File: config.mk
export PLATFORM = sky130hd
export DESIGN_NAME = fm_reg_top
export DESIGN_NICKNAME = d
export VERILOG_FILES = /design/src/verilog/fm_pkg.sv /design/src/verilog/fm_reg_top.sv /design/src/verilog/fm_alg_route.sv /design/src/verilog/fm_keyon.sv /design/src/verilog/fm_slot_regs.sv /design/src/verilog/fm_host_port.sv
export SDC_FILE = /design/constraint.sdc
export NUM_CORES = 2
export LEC_CHECK = 0
export BUFFER_PORTS_ARGS = -buffer_cell sky130_fd_sc_hd__buf_2
export CAP_MARGIN = 20
export CORE_UTILIZATION = 40
export CTS_CLUSTER_SIZE = 25
export DETAILED_ROUTE_END_ITERATION = 16
export PLACE_DENSITY = 0.54
export SLEW_MARGIN = 10
export SYNTH_ARGS = -nofsm -noshare
export SYNTH_HDL_FRONTEND = slang
export SYNTH_HIERARCHICAL = 1
export SYNTH_SLANG_ARGS = --single-unit
File: constraint.sdc
create_clock -name clk -period 4.15 [get_ports clk]
set_input_delay 0.6225 -clock clk [delete_from_list [all_inputs] [get_ports clk]]
set_output_delay 0.6225 -clock clk [all_outputs]
set_load 0.05 [all_outputs]
File: src/verilog/fm_pkg.sv
// Shared register map, slot geometry and data-byte layouts, imported by every FM register module
package fm_pkg;

	localparam int NUM_CH   = 8;
	localparam int NUM_OP   = 4;
	localparam int NUM_SLOT = 32;
	localparam int CH_W     = 3;              // Channel part of a slot number
	localparam int SLOT_W   = 5;              // {operator, channel}
	localparam int OP_BYTES = 6;              // Raw bytes stored per operator slot
	localparam int CH_BYTES = 3;              // Raw bytes stored per channel

	// Host register map
	localparam logic [7:0] REG_KEYON   = 8'h08;
	localparam logic [7:0] REG_CH_CTL  = 8'h20;
	localparam logic [7:0] REG_KC      = 8'h28;
	localparam logic [7:0] REG_KF      = 8'h30;
	localparam logic [7:0] REG_DT1_MUL = 8'h40;
	localparam logic [7:0] REG_TL      = 8'h60;
	localparam logic [7:0] REG_KS_AR   = 8'h80;
	localparam logic [7:0] REG_AMS_D1R = 8'hA0;
	localparam logic [7:0] REG_DT2_D2R = 8'hC0;
	localparam logic [7:0] REG_D1L_RR  = 8'hE0;

	// Register group codes on the internal request path
	localparam int GRP_W = 4;
	localparam logic [GRP_W-1:0] GRP_NONE   = 4'd0;
	localparam logic [GRP_W-1:0] GRP_KEYON  = 4'd1;
	localparam logic [GRP_W-1:0] GRP_CH_CTL = 4'd2;
	localparam logic [GRP_W-1:0] GRP_KC     = 4'd3;
	localparam logic [GRP_W-1:0] GRP_KF     = 4'd4;
	localparam logic [GRP_W-1:0] GRP_OP0    = 4'd5;   // DT1/MUL
	localparam logic [GRP_W-1:0] GRP_OP1    = 4'd6;   // TL
	localparam logic [GRP_W-1:0] GRP_OP2    = 4'd7;   // KS/AR
	localparam logic [GRP_W-1:0] GRP_OP3    = 4'd8;   // AMS-EN/D1R
	localparam logic [GRP_W-1:0] GRP_OP4    = 4'd9;   // DT2/D2R
	localparam logic [GRP_W-1:0] GRP_OP5    = 4'd10;  // D1L/RR

	// Operator position in the upper slot bits
	localparam logic [1:0] OP_M1 = 2'd0;
	localparam logic [1:0] OP_M2 = 2'd1;
	localparam logic [1:0] OP_C1 = 2'd2;
	localparam logic [1:0] OP_C2 = 2'd3;

	// Host port handshake states
	localparam int ST_W = 2;
	localparam logic [ST_W-1:0] ST_IDLE = 2'd0;
	localparam logic [ST_W-1:0] ST_PEND = 2'd1;
	localparam logic [ST_W-1:0] ST_ACK  = 2'd2;

	// One data byte, decoded by register address
	typedef union packed {
		logic [7:0] raw;
		struct packed { logic [1:0] rl; logic [2:0] fb; logic [2:0] con; } ch_ctl;
		struct packed { logic spare; logic [3:0] op_mask; logic [2:0] ch; } keyon;
		struct packed { logic spare; logic [2:0] dt1; logic [3:0] mul; } dt1_mul;
		struct packed { logic [1:0] ks; logic spare; logic [4:0] ar; } ks_ar;
		struct packed { logic [3:0] d1l; logic [3:0] rr; } d1l_rr;
	} fm_reg_byte;

endpackage
File: src/verilog/fm_reg_top.sv
// Top level of the FM register block: Wishbone host port, slot register memories, key-on and router
module fm_reg_top
	import fm_pkg::*;
(
	input  logic              clk,
	input  logic              rst,
	input  logic              wb_cyc,
	input  logic              wb_stb,
	input  logic              wb_we,
	input  logic [7:0]        wb_adr,
	input  logic [7:0]        wb_dat_w,
	output logic [7:0]        wb_dat_r,
	output logic              wb_ack,
	output logic [SLOT_W-1:0] slot,
	output logic              frame_start,
	output logic [1:0]        rl,
	output logic [2:0]        fb,
	output logic [2:0]        con,
	output logic [6:0]        kc,
	output logic [5:0]        kf,
	output logic [2:0]        dt1,
	output logic [3:0]        mul,
	output logic [6:0]        tl,
	output logic [1:0]        ks,
	output logic [4:0]        ar,
	output logic              ams_en,
	output logic [4:0]        d1r,
	output logic [1:0]        dt2,
	output logic [4:0]        d2r,
	output logic [3:0]        d1l,
	output logic [3:0]        rr,
	output logic              keyon,
	output logic              carrier,
	output logic              fb_en
);

	logic              req_valid;
	logic              req_we;
	logic [GRP_W-1:0]  req_grp;
	logic [SLOT_W-1:0] req_idx;
	fm_reg_byte        req_data;
	logic              req_done;
	logic [7:0]        req_rdata;
	logic              keyon_done;

	fm_host_port u_host (
		.clk(clk), .rst(rst),
		.wb_cyc(wb_cyc), .wb_stb(wb_stb), .wb_we(wb_we), .wb_adr(wb_adr),
		.wb_dat_w(wb_dat_w), .wb_dat_r(wb_dat_r), .wb_ack(wb_ack),
		.req_valid(req_valid), .req_we(req_we), .req_grp(req_grp), .req_idx(req_idx),
		.req_data(req_data), .req_done(req_done), .req_rdata(req_rdata),
		.keyon_done(keyon_done)
	);

	fm_slot_regs u_regs (
		.clk(clk), .rst(rst),
		.req_valid(req_valid), .req_we(req_we), .req_grp(req_grp), .req_idx(req_idx),
		.req_data(req_data), .req_done(req_done), .req_rdata(req_rdata),
		.slot(slot), .frame_start(frame_start),
		.rl(rl), .fb(fb), .con(con), .kc(kc), .kf(kf),
		.dt1(dt1), .mul(mul), .tl(tl), .ks(ks), .ar(ar), .ams_en(ams_en),
		.d1r(d1r), .dt2(dt2), .d2r(d2r), .d1l(d1l), .rr(rr)
	);

	fm_keyon u_keyon (
		.clk(clk), .rst(rst),
		.req_valid(req_valid), .req_we(req_we), .req_grp(req_grp), .req_data(req_data),
		.slot(slot), .keyon(keyon), .keyon_done(keyon_done)
	);

	fm_alg_route u_route (
		.con(con), .fb(fb), .slot(slot),
		.carrier(carrier), .fb_en(fb_en)
	);

endmodule

File: src/verilog/fm_alg_route.sv
// Carrier and self-feedback flags for the streamed slot from its channel's connection algorithm
module fm_alg_route
	import fm_pkg::*;
(
	input  logic [2:0]        con,
	input  logic [2:0]        fb,
	input  logic [SLOT_W-1:0] slot,
	output logic              carrier,
	output logic              fb_en
);

	logic [1:0] op;

	assign op = slot[SLOT_W-1:CH_W];

	// C2 always reaches the output; the others join as the algorithm number grows
	always_comb begin
		case (op)
			OP_C2:   carrier = 1'b1;
			OP_C1:   carrier = (con >= 3'd4);
			OP_M2:   carrier = (con >= 3'd5);
			default: carrier = (con == 3'd7);   // M1
		endcase
	end

	assign fb_en = (op == OP_M1) && (fb != 3'd0); // Only M1 feeds back on itself

endmodule

File: src/verilog/fm_keyon.sv
// Per-slot key-on memory written by the key-on register and streamed in step with the slot counter
module fm_keyon
	import fm_pkg::*;
(
	input  logic              clk,
	input  logic              rst,
	input  logic              req_valid,
	input  logic              req_we,
	input  logic [GRP_W-1:0]  req_grp,
	input  fm_reg_byte        req_data,
	input  logic [SLOT_W-1:0] slot,
	output logic              keyon,
	output logic              keyon_done
);

	logic [NUM_SLOT-1:0] kon_bits;
	logic [SLOT_W-1:0]   slot_next;
	logic                kon_wr;

	assign slot_next = slot + 1'b1;           // Wraps 31 to 0
	assign kon_wr    = req_valid && req_we && (req_grp == GRP_KEYON) && !keyon_done;

	always_ff @(posedge clk) begin
		if (rst) begin
			kon_bits   <= '0;
			keyon      <= 1'b0;
			keyon_done <= 1'b0;
		end else begin
			keyon_done <= kon_wr;
			keyon      <= kon_bits[slot_next]; // Lines up with slot next cycle
			if (kon_wr) begin
				// Mask bit k drives operator k, unmasked operators key off
				for (int k = 0; k < NUM_OP; k++)
					kon_bits[{2'(k), req_data.keyon.ch}] <= req_data.keyon.op_mask[k];
			end
		end
	end

endmodule

File: src/verilog/fm_slot_regs.sv
// Slot counter and channel/operator register memories streaming one slot's parameters per clock
module fm_slot_regs
	import fm_pkg::*;
(
	input  logic              clk,
	input  logic              rst,
	input  logic              req_valid,
	input  logic              req_we,
	input  logic [GRP_W-1:0]  req_grp,
	input  logic [SLOT_W-1:0] req_idx,
	input  fm_reg_byte        req_data,
	output logic              req_done,
	output logic [7:0]        req_rdata,
	output logic [SLOT_W-1:0] slot,
	output logic              frame_start,
	output logic [1:0]        rl,
	output logic [2:0]        fb,
	output logic [2:0]        con,
	output logic [6:0]        kc,
	output logic [5:0]        kf,
	output logic [2:0]        dt1,
	output logic [3:0]        mul,
	output logic [6:0]        tl,
	output logic [1:0]        ks,
	output logic [4:0]        ar,
	output logic              ams_en,
	output logic [4:0]        d1r,
	output logic [1:0]        dt2,
	output logic [4:0]        d2r,
	output logic [3:0]        d1l,
	output logic [3:0]        rr
);

	logic [OP_BYTES-1:0][7:0] op_mem [NUM_SLOT];
	logic [CH_BYTES-1:0][7:0] ch_mem [NUM_CH];
	logic [OP_BYTES-1:0][7:0] op_q;
	logic [CH_BYTES-1:0][7:0] ch_q;

	logic [SLOT_W-1:0] cnt;                   // Slot being accessed, one ahead of the stream
	logic [CH_W-1:0]   cnt_ch;
	logic              clr;                   // Clear walk in progress
	logic              is_op;
	logic              is_ch;
	logic              hit;
	logic [2:0]        op_sel;
	logic [1:0]        ch_sel;

	fm_reg_byte ch_ctl_b;
	fm_reg_byte kc_b;
	fm_reg_byte kf_b;
	fm_reg_byte dt1_b;
	fm_reg_byte tl_b;
	fm_reg_byte ks_b;
	fm_reg_byte ams_b;
	fm_reg_byte dt2_b;
	fm_reg_byte d1l_b;

	assign cnt_ch = cnt[CH_W-1:0];
	assign op_sel = 3'(req_grp - GRP_OP0);
	assign ch_sel = 2'(req_grp - GRP_CH_CTL);
	assign is_op  = (req_grp >= GRP_OP0) && (req_grp <= GRP_OP5);
	assign is_ch  = (req_grp >= GRP_CH_CTL) && (req_grp <= GRP_KF);

	// Channel groups hit on the first slot of any operator in that channel
	assign hit = req_valid && !req_done && !clr &&
		((is_op && cnt == req_idx) || (is_ch && cnt_ch == req_idx[CH_W-1:0]));

	always_ff @(posedge clk) begin
		if (rst) begin
			cnt         <= SLOT_W'(1);        // Stream shows slot 0 first
			slot        <= '0;
			frame_start <= 1'b1;
			clr         <= 1'b1;
			req_done    <= 1'b0;
		end else begin
			cnt         <= cnt + 1'b1;
			slot        <= cnt;
			frame_start <= (cnt == '0);
			req_done    <= hit;
			if (cnt == '0)
				clr <= 1'b0;                  // Walk has covered all 32 entries
		end
	end

	always_ff @(posedge clk) begin
		if (clr) begin
			op_mem[cnt]    <= '0;
			ch_mem[cnt_ch] <= '0;
		end else if (hit && req_we) begin
			if (is_op)
				op_mem[cnt][op_sel] <= req_data.raw;
			else
				ch_mem[cnt_ch][ch_sel] <= req_data.raw;
		end
		if (hit)
			req_rdata <= is_op ? op_mem[cnt][op_sel] : ch_mem[cnt_ch][ch_sel];
	end

	// Stream registers, old contents read when a write hits the same slot
	always_ff @(posedge clk) begin
		if (rst || clr) begin
			op_q <= '0;
			ch_q <= '0;
		end else begin
			op_q <= op_mem[cnt];
			ch_q <= ch_mem[cnt_ch];
		end
	end

	assign ch_ctl_b = ch_q[0];
	assign kc_b     = ch_q[1];
	assign kf_b     = ch_q[2];
	assign dt1_b    = op_q[0];
	assign tl_b     = op_q[1];
	assign ks_b     = op_q[2];
	assign ams_b    = op_q[3];
	assign dt2_b    = op_q[4];
	assign d1l_b    = op_q[5];

	assign rl     = ch_ctl_b.ch_ctl.rl;
	assign fb     = ch_ctl_b.ch_ctl.fb;
	assign con    = ch_ctl_b.ch_ctl.con;
	assign kc     = kc_b.raw[6:0];
	assign kf     = kf_b.raw[7:2];            // Fraction sits in the top six bits
	assign dt1    = dt1_b.dt1_mul.dt1;
	assign mul    = dt1_b.dt1_mul.mul;
	assign tl     = tl_b.raw[6:0];
	assign ks     = ks_b.ks_ar.ks;
	assign ar     = ks_b.ks_ar.ar;
	assign ams_en = ams_b.raw[7];
	assign d1r    = ams_b.ks_ar.ar;           // Same low five bits as AR
	assign dt2    = dt2_b.ks_ar.ks;           // DT2/D2R split like KS/AR
	assign d2r    = dt2_b.ks_ar.ar;
	assign d1l    = d1l_b.d1l_rr.d1l;
	assign rr     = d1l_b.d1l_rr.rr;

endmodule

File: src/verilog/fm_host_port.sv
// Wishbone classic slave turning host register accesses into slot requests for the register memories
module fm_host_port
	import fm_pkg::*;
(
	input  logic              clk,
	input  logic              rst,
	input  logic              wb_cyc,
	input  logic              wb_stb,
	input  logic              wb_we,
	input  logic [7:0]        wb_adr,
	input  logic [7:0]        wb_dat_w,
	output logic [7:0]        wb_dat_r,
	output logic              wb_ack,
	output logic              req_valid,
	output logic              req_we,
	output logic [GRP_W-1:0]  req_grp,
	output logic [SLOT_W-1:0] req_idx,
	output fm_reg_byte        req_data,
	input  logic              req_done,
	input  logic [7:0]        req_rdata,
	input  logic              keyon_done
);

	logic [ST_W-1:0]   state;
	logic [GRP_W-1:0]  dec_grp;
	logic [SLOT_W-1:0] dec_idx;
	logic              fast_path;
	logic              fast;
	logic              done;

	always_comb begin
		dec_grp = GRP_NONE;
		dec_idx = {2'b00, wb_adr[2:0]};       // Channel groups index by channel
		case ({wb_adr[7:5], 5'b00000})
			REG_DT1_MUL: dec_grp = GRP_OP0;
			REG_TL:      dec_grp = GRP_OP1;
			REG_KS_AR:   dec_grp = GRP_OP2;
			REG_AMS_D1R: dec_grp = GRP_OP3;
			REG_DT2_D2R: dec_grp = GRP_OP4;
			REG_D1L_RR:  dec_grp = GRP_OP5;
			default: begin
				case ({wb_adr[7:3], 3'b000})
					REG_CH_CTL: dec_grp = GRP_CH_CTL;
					REG_KC:     dec_grp = GRP_KC;
					REG_KF:     dec_grp = GRP_KF;
					default:    dec_grp = (wb_adr == REG_KEYON) ? GRP_KEYON : GRP_NONE;
				endcase
			end
		endcase
		if (dec_grp >= GRP_OP0)
			dec_idx = wb_adr[4:0];            // Operator groups index by slot
	end

	// Unmapped addresses and key-on reads never reach the memories
	assign fast_path = (dec_grp == GRP_NONE) || (dec_grp == GRP_KEYON && !wb_we);
	assign done      = fast || req_done || keyon_done;

	always_ff @(posedge clk) begin
		if (rst) begin
			state     <= ST_IDLE;
			req_valid <= 1'b0;
			fast      <= 1'b0;
			wb_ack    <= 1'b0;
		end else begin
			wb_ack <= 1'b0;
			case (state)
				ST_IDLE: if (wb_cyc && wb_stb) begin
					state     <= ST_PEND;
					fast      <= fast_path;
					req_valid <= !fast_path;
				end
				ST_PEND: if (done) begin
					state     <= ST_ACK;
					fast      <= 1'b0;
					req_valid <= 1'b0;
					wb_ack    <= 1'b1;
				end
				default: state <= ST_IDLE;    // ACK lasts one cycle
			endcase
		end
	end

	always_ff @(posedge clk) begin
		if (state == ST_IDLE) begin           // Held steady until the request completes
			req_we       <= wb_we;
			req_grp      <= dec_grp;
			req_idx      <= dec_idx;
			req_data.raw <= wb_dat_w;
		end
		if (state == ST_PEND && done)
			wb_dat_r <= (req_done && !req_we) ? req_rdata : 8'h00;
	end

endmodule

; ---- Word-level counts from Yosys, hierarchy flattened
; Memory sizes are Yosys's and may differ from the RTL's. A register that Yosys moved wholly into a read port is not among the register bits.
; Index checks and enable logic that the tools add are counted.
[classes]
n_addsub = 4
order_cmp = 20
eq_ne = 21
muxes = 120
n_bitwise = 73
n_reduce_logical = 42
[ops]
columns = op, n
row1 = $bwmux 32, 4
row2 = $mux 1, 90
row3 = $or 1x1->1, 72
row4 = $mux 48, 1
row5 = $mux 8, 5
row6 = $bmux 8 s3, 1
row7 = $demux 8 s3, 1
row8 = $mux 24, 1
row9 = $pmux 4 s6, 1
row10 = $logic_and 1x1->1, 22
row11 = $lt 5x6->1 const B, 3
row12 = $bmux 8 s2, 1
row13 = $demux 8 s2, 1
row14 = $eq 3x3->1 const B, 5
row15 = $eq 5x3->1 const B, 3
row16 = $demux 1 s3, 4
row17 = $pmux 4 s3, 1
row18 = $add 5x1->5 const B, 2
row19 = $ge 5x1->1 const B, 2
row20 = $eq 4x1->1 const B, 2
row21 = $eq 8x4->1 const B, 1
row22 = $ge 4x3->1 const B, 2
row23 = $eq 3x2->1 const B, 2
row24 = $ge 3x1->1 const B, 2
row25 = 35 further kinds, 51
[totals]
register_bits = 155
ram_bits = 1728
in_bits = 21
output_inout_bits = 81
wordCells = 310
n_memories = 2
[memory_table]
columns = memory, depth, width, rd, rd_ports_with_merged_regs, write_ports, line_no
row1 = u_regs.op_mem, 32, 48, 1, 1, 1, fm_slot_regs.sv:34  ; logic [OP_BYTES-1:0][7:0] op_mem [NUM_SLOT];
row2 = u_regs.ch_mem, 8, 24, 1, 1, 1, fm_slot_regs.sv:35  ; logic [CH_BYTES-1:0][7:0] ch_mem [NUM_CH];

; ---- Longest topological paths before layout
[depth]
word_depth = 10
depth_mapped = 13
mapped_depth_nobuf = 9

; ---- Cells and area by module
; The synthesis kept the hierarchy.
[modules_own_cells]
columns = mod, instances, cells_each, area_each_um2, seq_area_each_um2
row1 = fm_slot_regs, 1, 4125, 71073.2, 53651.5
row2 = fm_keyon, 1, 175, 1659.1, 680.7
row3 = fm_host_port, 1, 75, 1166.1, 880.8
row4 = fm_alg_route, 1, 6, 30.0, 0.0

; ---- Worst setup path before layout
; OpenSTA, ideal clock, no wires.
[synth_timing]
path_type = reg-to-reg
start = register u_host.req_grp[0]
end = memory u_regs/op_mem[11][32] in the netlist's numbering, enable pin
setup_time_ns = 0.370
arrival_ns = 3.320
required_ns = 3.780
slack_ns = 0.460
stages_incl_launch_ff = 14
path_buffers = 4
synth_period_minus_slack_ns = 3.690
cell_sequence = edfxtp_1 > clkbuf_1 > inv_1 > clkbuf_1 > ha_1 > nand2b_1 > a22oi_1 > o32a_1 > or4_1 > buf_6 > nor2_8 > nor2_2 > buf_6 > nor2_1
[synth_between]
elab_chain_cells = 10
word_cells_on_any_way = 22
classes_between = add/sub: 1 / order compare: 6 / mux: 6 / bitwise: 1 / reduce/logical: 8
[synth_rtl]
columns = element, line_no
row1 = from (decl), fm_host_port.sv:16  ; output logic [GRP_W-1:0] req_grp,
row2 = from (signal assigned), fm_host_port.sv:86  ; req_grp <= dec_grp;
row3 = "parallel branches: the longest is 8 deep, another holds $lt 3x4->1", --
row4 = $mux 48 (not written as such) (*), fm_slot_regs.sv:91  ; op_mem[cnt][op_sel] <= req_data.raw;
row5 = $or 1x1->1 (no line) (*), --
row6 = to (decl), fm_slot_regs.sv:34
; Every way passes the cells marked *.

==> metrics.csv <==
metric,value,unit
routed length per placed instance,34.6,um
asr flop ratio synth,0,
fmax,242,MHz
GRT met3 Usage,0.0613,
via count of the first global-routing pass,44271,
RSZ-0062 raised after global routing,false,
CTS max path bufs,3,
outcome,completed,
post-synthesis register bit count,1877,
Crit. Startpoint,u_regs/cnt[1],
Final Skew,0.0470,ns
share of cells above drive strength 1,0.242,
CTS tree,built,
peak fanout along the critical path,27,
FP Rows,157,
initial core utilization,0.403,
Final Setup Violations,0,
"Distinct cells, synth",93,
fill count,15651,
"EDFF count, synth",1762,
Post-synth top cells,"edfxtp_1, nor2_1, mux2i_1, a221oi_1, a21oi_1",
CTS Buf Count,190,
mean area per synthesized cell,16.9,um^2
dominant synthesized flop cell,edfxtp_1,
Layout area overhead,17.5,%
Post-CTS Hold Buffers,12,
Mapped Area,73900,um^2
CORE AREA,183000,um^2
worst slew pin tran,1.16,ns
"Reg clk slew, reported paths",0.07,ns
Pwr Density,496,nW/um^2
met1 Track Usage GR,0.378,
Synth warnings,6,
WP data arrival,4.83,ns
Pins Over Slew Limit,0,
I/O pin total,102,
largest net degree at the start of global routing,54,
R2R setup slack,0.02,ns
initial antenna violation count,15,
H-Tree Depth,4,
routability cong.,0.941,
min-delay src,wb_cyc,
1st-iter DRT viols,7139,
Worst setup SP type,register,
GRT overflow,0,
CTS root buf,clkbuf_16,
port bufs,101,
Vias/cell,6.11,
global-route wire length before repair,360000,um
GR Util All Layers,0.277,
most common cell in the netlist,edfxtp_1,
drt pass-1 iters,8,
Min-Delay Path Class,primary input to register,
# clock sinks,1877,
worst-skew pair later-pin latency,0.86,ns
Final Hold Fails,0,
R2R Path Start,u_regs/cnt[1],
post-synth top area share,0.716,
total wire length,262000,um
HPWL after detailed placement,174000,um
setup_tns,0,ns
post-route ant nets,0,
Slew Limit Headroom,0.224,
gr busiest metal,met2,
CP endpoint kind,register,
die area,187000,um^2
critical path required time,4.85,ns
Area contributors post-synth,"edfxtp_1, mux4_2, dfxtp_1",
sequential fraction of the synthesis area,0.747,
max cap viols,0,
Post-CTS Setup Bufs,0,
Die H,432,um
Final Util,0.474,
final worst-path cycle share,0.994,
crit path time final,4.13,ns
Layout Nets,4981,
Setup CP Type,register to register,
cts repair resizes,0,
Cells after Synth,4381,
peak supply drop,0.449,mV
leakage,30.5,nW
Synth area leader,edfxtp_1,
DRC errors left,0,
Mapped Nets,4412,
die width,432,um
via count,46309,
met2 Use GR,0.412,
flip-flops by register name, summed over array words and instances, names as in the netlist, 2 cells and up:
signal,cells
u_host/req_data,8
u_host/req_grp,4
u_host/req_idx,5
u_host/state,2
u_host/wb_dat_r,8
u_keyon/kon_bits,32
u_regs/ams_b,6
u_regs/ch_ctl_b,8
u_regs/ch_mem,192
u_regs/cnt,5
u_regs/d1l_b,8
u_regs/dt1_b,7
u_regs/dt2_b,7
u_regs/kc_b,7
u_regs/kf_b,6
u_regs/ks_b,7
u_regs/op_mem,1536
u_regs/req_rdata,8
u_regs/slot,5
u_regs/tl_b,7
routing by layer:
metal	up-vias	routed length (um)
met5	-	1
met2	3073	116000
li1	18807	-
met3	575	27700
met1	23852	103000
met4	2	15400
final timing paths:
check	endpoint	cells after the start
setup reg to reg	u_regs/req_rdata[1]	7
hold / removal	u_host/req_valid	3
setup / recovery	u_regs/req_rdata[1]	7
hold reg to reg	u_keyon/kon_bits[1]	2
logic make-up after synthesis:
kind of cell / Yosys count / share of synthesized area
mux: 458 / 0.0820
xor+xnor: 12 / 0.00142
compound gates: 878 / 0.0896
flops: 1877 / 0.747
buf+inv: 317 / 0.0239
simple gates: 829 / 0.0545
fa+ha+maj: 10 / 0.00169
power by group:
part           internal [W]  switching [W]  total [W]
clock               0.00956        0.00742     0.0170
sequential           0.0209       0.000215     0.0212
combinational       0.00154        0.00344    0.00497
total                0.0320         0.0111     0.0431
stage by stage:
stage | cell area, um^2 | total power [W] | setup WS (ns) | hold WS [ns] | instances
6_report | 86900 | 0.0431 | 0.0232 | 0.118 | 7580
5_1_grt | 86900 | 0.0441 | 0.149 | 0.121 | 7576
4_1_cts | 86900 | 0.0431 | 0.253 | 0.0681 | 7576
3_5_place_dp | 80600 | 0.0264 | 0.268 | 0.443 | 7210
3_3_place_gp | 80600 | 0.0264 | 0.241 | 0.443 | 7208
2_1_floorplan | 73900 | 0.0240 | 0.460 | 0.432 | 4381
placed cells by master (no fill, tap or decap), types with 101 or more instances in the layout:
cell,count
buf_2,101
a21oi_1,149
edfxtp_1,1762
a221oi_1,196
nand2_1,133
mux4_2,104
clkbuf_16,193
mux2_2,126
nor2_1,386
dfxtp_1,110
buf_4,533
mux2i_1,212
a22oi_1,111
layout make-up:
class,count,area (um^2),share of cell area
clock inverters,102,980,0.0113
clock buffers,252,5140,0.0592
well taps,2464,3080,0.0355
repair buffers,680,5320,0.0613
inverters,14,61.3,0.000706
flip-flops and latches,1877,55200,0.636
multi-input cells,2187,17000,0.196
diodes,4,10.0,0.000115
worst max-delay path, cell delays in order (launching register included):
cell	delay (ns)
dfxtp_4	0.71
and2_4	0.72
a22oi_1	0.19
o21ai_0	0.58
o22ai_1	0.27
or4_1	0.83
o2111ai_1	0.40
o31a_1	0.25
(Power assumes the default switching activity.)
